[src/common/video_pkg.sv]
// Shared video types and geometry; assumes a 480x320 source shown on a 640x480 raster
package video_pkg;

	// Pixel layout is red in 7..0, green in 15..8 and blue in 23..16
	localparam int pixel_w = 24;
	localparam int color_w = 8;
	typedef logic [pixel_w-1:0] pixel_t;

	// A video address holds the row in 19..9 and the column in 8..0
	localparam int vid_addr_w = 20;
	localparam int col_w = 9;
	localparam int row_w = vid_addr_w - col_w;
	typedef logic [vid_addr_w-1:0] vid_addr_t;

	// The RAM only keeps the low address bits, which is four source rows
	localparam int ram_addr_w = 11;
	localparam int ram_depth = 1 << ram_addr_w;

	// Source image as the renderer draws it and the LCD shows it
	localparam int lcd_width = 480;
	localparam int lcd_height = 320;

	// HDMI raster, 640x480 at the usual 800x525 totals
	localparam int hdmi_h_active = 640;
	localparam int hdmi_h_total = 800;
	localparam int hdmi_v_active = 480;
	localparam int hdmi_v_total = 525;

	// Sync pulses are given as start and end counter values, end excluded
	localparam int hsync_start = 656;
	localparam int hsync_end = 752;
	localparam int vsync_start = 490;
	localparam int vsync_end = 492;

	// Raster counter widths, wide enough for the totals above
	localparam int hcnt_w = $clog2(hdmi_h_total);
	localparam int vcnt_w = $clog2(hdmi_v_total);

	// Number of line strobes after a field strobe that leave the row at 0
	localparam int overscan_lines = 38;
	localparam int overscan_w = $clog2(overscan_lines + 1);

	// Upscale phases
	// Every fourth column and every third line repeat the previous source word
	localparam int phase_w = 2;
	localparam int col_rep_phase = 3;
	localparam int line_rep_phase = 2;

endpackage

[src/rtl/hdmi_timing.sv]
// 640x480 raster with positive sync pulses; reset must cover at least one pixel_clk edge
`timescale 1ns/1ps

module hdmi_timing (
	input  logic pixel_clk,
	input  logic reset,
	output logic fetch_next,
	output logic next_line,
	output logic next_field,
	output logic de,
	output logic hsync,
	output logic vsync
);
	import video_pkg::*;

	logic [hcnt_w-1:0] h_cnt;
	logic [vcnt_w-1:0] v_cnt;
	logic              line_end;
	logic              field_end;
	logic              active;

	// Decodes of the current raster position
	assign line_end = (h_cnt == hcnt_w'(hdmi_h_total - 1));
	assign field_end = line_end && (v_cnt == vcnt_w'(hdmi_v_total - 1));
	assign active = (h_cnt < hcnt_w'(hdmi_h_active)) && (v_cnt < vcnt_w'(hdmi_v_active));

	// Strobes to the scaler are single pixel_clk pulses taken straight from the counters
	// The scaler address is therefore set up while the counters sit on the pixel
	assign fetch_next = active;
	assign next_line = line_end;
	assign next_field = field_end;

	// Pixel and line counters
	always_ff @(posedge pixel_clk) begin
		if (reset) begin
			h_cnt <= '0;
			v_cnt <= '0;
		end else if (line_end) begin
			h_cnt <= '0;
			if (field_end) begin
				v_cnt <= '0;
			end else begin
				v_cnt <= v_cnt + 1'b1;
			end
		end else begin
			h_cnt <= h_cnt + 1'b1;
		end
	end

	// The RAM read is registered, so the panel controls are held back one pixel_clk
	// That lines de, hsync and vsync up with the colour that the RAM returns
	always_ff @(posedge pixel_clk) begin
		if (reset) begin
			de <= 1'b0;
			hsync <= 1'b0;
			vsync <= 1'b0;
		end else begin
			de <= active;
			hsync <= (h_cnt >= hcnt_w'(hsync_start)) && (h_cnt < hcnt_w'(hsync_end));
			vsync <= (v_cnt >= vcnt_w'(vsync_start)) && (v_cnt < vcnt_w'(vsync_end));
		end
	end

endmodule

[config.mk]
export PLATFORM = sky130hd
export DESIGN_NAME = hdmi_timing
export DESIGN_NICKNAME = d
export VERILOG_FILES = /design/src/common/video_pkg.sv /design/src/rtl/hdmi_timing.sv
export SDC_FILE = /design/constraint.sdc
export NUM_CORES = 1
export LEC_CHECK = 0
export BUFFER_PORTS_ARGS = -buffer_cell sky130_fd_sc_hd__buf_2
export CAP_MARGIN = 20
export CORE_MARGIN = 2
export CORE_UTILIZATION = 49
export CTS_CLUSTER_SIZE = 10
export DETAILED_ROUTE_END_ITERATION = 10
export MAX_ROUTING_LAYER = met4
export PLACE_DENSITY = 0.67
export SLEW_MARGIN = 20
export SYNTH_ARGS = -nofsm -noshare
export SYNTH_HDL_FRONTEND = slang
export SYNTH_SLANG_ARGS = --single-unit
[constraint.sdc]
create_clock -name pixel_clk -period 2.9 [get_ports pixel_clk]
set_input_delay 0.145 -clock pixel_clk [delete_from_list [all_inputs] [get_ports pixel_clk]]
set_output_delay 0.145 -clock pixel_clk [all_outputs]
set_load 0.1 [all_outputs]
After elaboration in Yosys (flattened, before gate mapping)

Index checks and enable logic that the tools add are counted.

Word-level logic and storage cells: 21
Input port bits: 2
Bits in registers: 23

Muxes and demuxes: 1
Reductions and logical operators: 5
Add/subtract/negate cells: 2
Equality and inequality tests: 2
Order comparisons: 6

Operators by type and width:

| cell                                                                          | number |
|---|---|
| 10-bit by 1-bit adder with 10-bit output, second input constant               | 2 |
| 10-bit equality test, second input constant                                   | 2 |
| 10-bit less-than comparator, second input constant                            | 2 |
| 10-bit by 9-bit less-than comparator with 1-bit output, second input constant | 2 |
| 10-bit >= comparator, second input constant                                   | 1 |
| 10-bit by 9-bit >= comparator with 1-bit output, second input constant        | 1 |
| 10-bit two-way mux                                                            | 1 |
| 1-bit logical AND                                                             | 4 |
| 2-bit OR reduction                                                            | 1 |

Logic depth before layout (Yosys ltp)

Word-level depth: 3
Depth in mapped cells: 7
Gate-level depth less buffers: 6

Worst setup path after synthesis

Ideal clock, no wire load.

Kind: reg2out
From: register h_cnt[0]
To: output port next_field
Path buffers: 1
Arrival: 2,631 ps
Path slack: 124 ps
Stages on the path, launching flop included: 6
Cells stage by stage: dfxtp_1 -> ha_1 -> nand4_1 -> or3_4 -> buf_2 -> nor2_1

Word-level cells in the longest chain between the ends: 2

RTL lines:

| item                     | RTL line          | source |
|---|---|---|
| start: declaration       | hdmi_timing.sv:16 | `logic [hcnt_w-1:0] h_cnt;` |
| start signal: assignment | hdmi_timing.sv:46 | `h_cnt <= h_cnt + 1'b1;` |
| 10-bit equality test     | hdmi_timing.sv:23 | `assign line_end = (h_cnt == hcnt_w'(hdmi_h_total - 1));` |
| 1-bit logical AND        | hdmi_timing.sv:24 | `assign field_end = line_end && (v_cnt == vcnt_w'(hdmi_v_total - 1));` |
| end: declaration         | hdmi_timing.sv:9  | `output logic next_field,` |

No other way between the ends.

Final worst setup path

Ends and elaborated chain as after synthesis.

==> impl_summary.md <==
Clocking
TritonCTS built the clock tree. The clock reaches the later pin of the worst-skew pair after 300 ps. The number of instances resized during post-cts repair is 0. The number of setup buffers added after CTS is 0. The maximum buffer depth of the clock tree is 2. In this run, post-CTS hold repair placed 0 buffers. The number of buffers inserted during clock tree synthesis is 3. The number of clock sinks is 23.

The H-tree depth reported by CTS is 1. The cell at the root of the clock tree is sky130_fd_sc_hd__clkbuf_4. Clock-pin slew was measured on the worst setup and hold paths at 110 ps.

Synth
The instance count of the mapped netlist is about 130. Of the post-synthesis cell area, the dominant cell type holds 0.420. For this run, the leading register cell type out of synthesis is sky130_fd_sc_hd__dfxtp_1.

Counting flops with a built-in enable in the synthesized netlist gives 0. A synthesized cell averages between 8 and 9 µm². The number of warning messages in the yosys log is 0. In this run, synthesis produced a sequential element count of 23. The share of flip-flops with an asynchronous set or reset after synthesis is 0. The post-synth net total is about 130. Ranked by total cell area, the synthesized netlist is headed by sky130_fd_sc_hd__dfxtp_1 (42%), sky130_fd_sc_hd__nor2_1 (4.8%), sky130_fd_sc_hd__xnor2_1 (4.8%), sky130_fd_sc_hd__ha_1 (4.6%), sky130_fd_sc_hd__nand3_1 (4.1%). The number of different library cells used by synthesis comes to 31.

The largest area contributor in the synthesized netlist is sky130_fd_sc_hd__dfxtp_1. The post-synthesis instance area is 1100 µm². The proportion of synthesized chip area in sequential cells is 0.420.

Floorplan
The total number of placement rows is 17. The initial utilization of the core area, before any placement, comes to 0.506. The core region is 2170 µm².

In this run the vertical extent of the chip is 51.3 µm. The die width is 51.3 µm. The number of placed I/O pins is 8. The floorplan step defined a die boundary enclosing between 2000 and 3000 µm².

Timing
The final worst clock skew is between 3 and 4 ps. The final critical-path share of the clock period is 0.818. Setup repair after global routing left no endpoint under its margin. The worst path needs between 2000 and 2500 ps of the cycle, external delays included. At the pin with the least slew margin, the transition time is between 400 and 500 ps. The remaining max-slew budget at the tightest pin is 0.679. Setup violations remaining at the end of the flow were counted as 0. The worst-case hold slack is 134 ps. The max-slew violation count is 0. The final hold violation count was 0. The total negative slack for setup checks is 0 ps. The achievable clock frequency is about 0.42 GHz.

Layout
In the final layout, flip-flops and latches occupy roughly 460 µm². After routing the design area is around 1200 µm². The relative area change from synthesis to final layout is 7.07%. Measured on the finished design, the core utilization comes to 0.542.

The net count reported at finish is 139. The number of antenna repair diodes is 0. The footprint of the multi-input gates is roughly 600 µm². Counting the fill cells in the layout gives between 200 and 250. In the final layout, the share of cells above drive strength 1 is 0.0985.

Worst setup path
The maximum fanout along the worst path is 13. STA classifies the critical path startpoint as a flop. In this design, the stage delay of the slowest critical-path cell is ~520 ps. The required time at the endpoint of the critical path is between 2000 and 3000 ps. The slowest stage cell on the critical path is sky130_fd_sc_hd__or3_4. The critical path arrival is roughly 2200 ps. Counting cells, the worst reg-to-reg path comes to 5. The critical path starts at h_cnt[0]$_SDFF_PP0_. In this run the critical register-to-register path is launched from h_cnt[0]$_SDFF_PP0_. The worst setup path is captured at an output port. For flop-to-flop paths, the worst setup slack is about 800 ps. The category of the most critical setup path is reg2out. The endpoint identified for the worst register-to-register timing path is v_cnt[5]$_SDFFE_PP0P_. Traced cell by cell, the critical path runs through ha_1, nand4_1, or3_4, nor2_1, buf_2.

The capturing element of the worst setup path is next_field.

Routing
For this block, the initial DRC count from the detailed router was 25. After detailed routing, the number of vias per cell comes to around 5.5. The total routed wirelength is between 1500 and 2000 µm. After detailed routing, the average wire length per cell comes to between 10 and 15 µm.

The final antenna-violating net count is 0. The count of unresolved DRC violations after routing is 0. The detailed router placed 880 vias in this run. The pre-antenna-repair detailed-routing pass consisted of 4 iterations.

Global route
For met1 alone, demand over resource in global routing was 0.214. The first global-routing pass estimated ~3600 µm of wire. The most congested layer reported by global routing is met2. The number of global-route vias before repair is between 800 and 900.

The leftover overflow at the end of global routing is 0. For this run, global-route usage on met3 was measured as 0.0351. For met2 alone, demand over resource in global routing was 0.310.

The maximum number of pins on one net before global-route repair is 14. The overall track demand over capacity in global routing is 0.184. The number of antenna violations at the first check in global routing is 0.

Worst hold path
Along the worst hold path, the cell count comes to 2. The type of the tightest min-delay check is in2reg.

Place
Detailed placement ended at an HPWL of about 1400 µm. The weighted congestion at the end of routability-driven global placement is ~0.83. The post-placement cell area is between 1000 and 1500 µm².

Buffers placed on the I/O ports in this run total 7.

Power
Power spread over the standard cell area amounts to approximately 410 nW/µm². The worst-case IR drop observed on VDD is 0.284 mV. The standby leakage power is 0.406 nW.

Flow run
Across the run, the number of max-cap violations was 0.

Outcome
The flow ran to the end, and the final reports show no timing, DRC or antenna violations.
-- power by group --
| part | internal, mW | leakage, nW | switching, mW |
|---|---|---|---|
| sequential | 0.320 | 0.186 | 0.00398 |
| combinational | 0.00593 | 0.205 | 0.0146 |
| clock | 0.0536 | 0.0150 | 0.0876 |
| total | 0.380 | 0.406 | 0.106 |
-- logic make-up (layout without fill, tap and decap cells) --
logic type,after synthesis,in the layout,share of synthesized area
adder cells (fa/ha/maj),4,4,0.0456
buffers and inverters,11,18,0.0410
AND/OR/NAND/NOR,61,61,0.317
AO/OA/AOI/OAI,15,15,0.0889
XOR/XNOR,11,11,0.0878
flip-flops,23,23,0.420
-- metrics by stage --
step / std cells / power (mW) / setup WS [ps]
floorplan: 125 / 0.347 / 124
global placement: 156 / 0.351 / 903
detailed placement: 156 / 0.352 / 827
CTS: 160 / 0.498 / 498
global route: 160 / 0.512 / 338
finish: 160 / 0.486 / 527
-- cell usage in the layout (no fill, tap or decap), drive strengths merged --
master   instances
nor3             2
nand4            5
buf              7
a21oi            7
o31ai            2
inv              7
o21ai            2
o21bai           1
nor4bb           1
nor2            14
nor2b            2
or4b             4
nand2b           1
xor2             5
dfxtp           23
clkbuf           4
nor4             5
ha               4
or2              1
nand4bb          1
and3             1
nand2            9
nand3b           1
o41ai            3
and4             2
xnor2            6
nand3            9
or4              2
or3              1
-- worst max-delay path, delay by kind of cell (launching register included) --
kind	cells	cell delay, ps
buffers and inverters	1	430
adder cells (fa/ha/maj)	1	240
flip-flops	1	400
AND/OR/NAND/NOR	3	850
-- metal layers --
metal / share of wire / vias to the layer above
li1: - / 462
met1: 0.47 / 410
met2: 0.50 / 6
met3: 0.021 / 2
met4: 0.0062 / 0
met5: 0 / -
-- worst min-delay path by stage --
stage | start | to | slack (ps)
detailed placement | reset | h_cnt[2]$_SDFF_PP0_ | 460
finish | reset | v_cnt[0]$_SDFFE_PP0P_ | 130
floorplan | reset | h_cnt[2]$_SDFF_PP0_ | 430
global placement | reset | h_cnt[4]$_SDFF_PP0_ | 450
global route | reset | v_cnt[1]$_SDFFE_PP0P_ | 120
CTS | reset | v_cnt[0]$_SDFFE_PP0P_ | 120
-- sequential cells by signal (all words and copies together), names as in the netlist --
register  count
vsync         1
v_cnt        10
hsync         1
h_cnt        10
de            1
-- synthesized netlist by cell type (2+ instances only) --
cell and instances:
sky130_fd_sc_hd__and4_1 2, sky130_fd_sc_hd__nand4_1 5, sky130_fd_sc_hd__ha_1 4, sky130_fd_sc_hd__buf_2 2, sky130_fd_sc_hd__o41ai_1 3, sky130_fd_sc_hd__nor2b_1 2
sky130_fd_sc_hd__xor2_1 5, sky130_fd_sc_hd__o31ai_1 2, sky130_fd_sc_hd__nor2_1 14, sky130_fd_sc_hd__nand3_1 9, sky130_fd_sc_hd__o21ai_0 2, sky130_fd_sc_hd__or4b_1 3
sky130_fd_sc_hd__inv_1 7, sky130_fd_sc_hd__nor3_1 2, sky130_fd_sc_hd__a21oi_1 7, sky130_fd_sc_hd__xnor2_1 6, sky130_fd_sc_hd__nand2_1 9, sky130_fd_sc_hd__nor4_1 5
sky130_fd_sc_hd__or4_1 2, sky130_fd_sc_hd__dfxtp_1 23
-- final cells by class --
cell class,count,share of cell area
flip-flops and latches,23,0.392
inverters,7,0.0224
well taps,28,0.0298
multi-input cells,91,0.504
clock buffers,4,0.0224
repair buffers,7,0.0298
(Power assumes the default switching activity.)
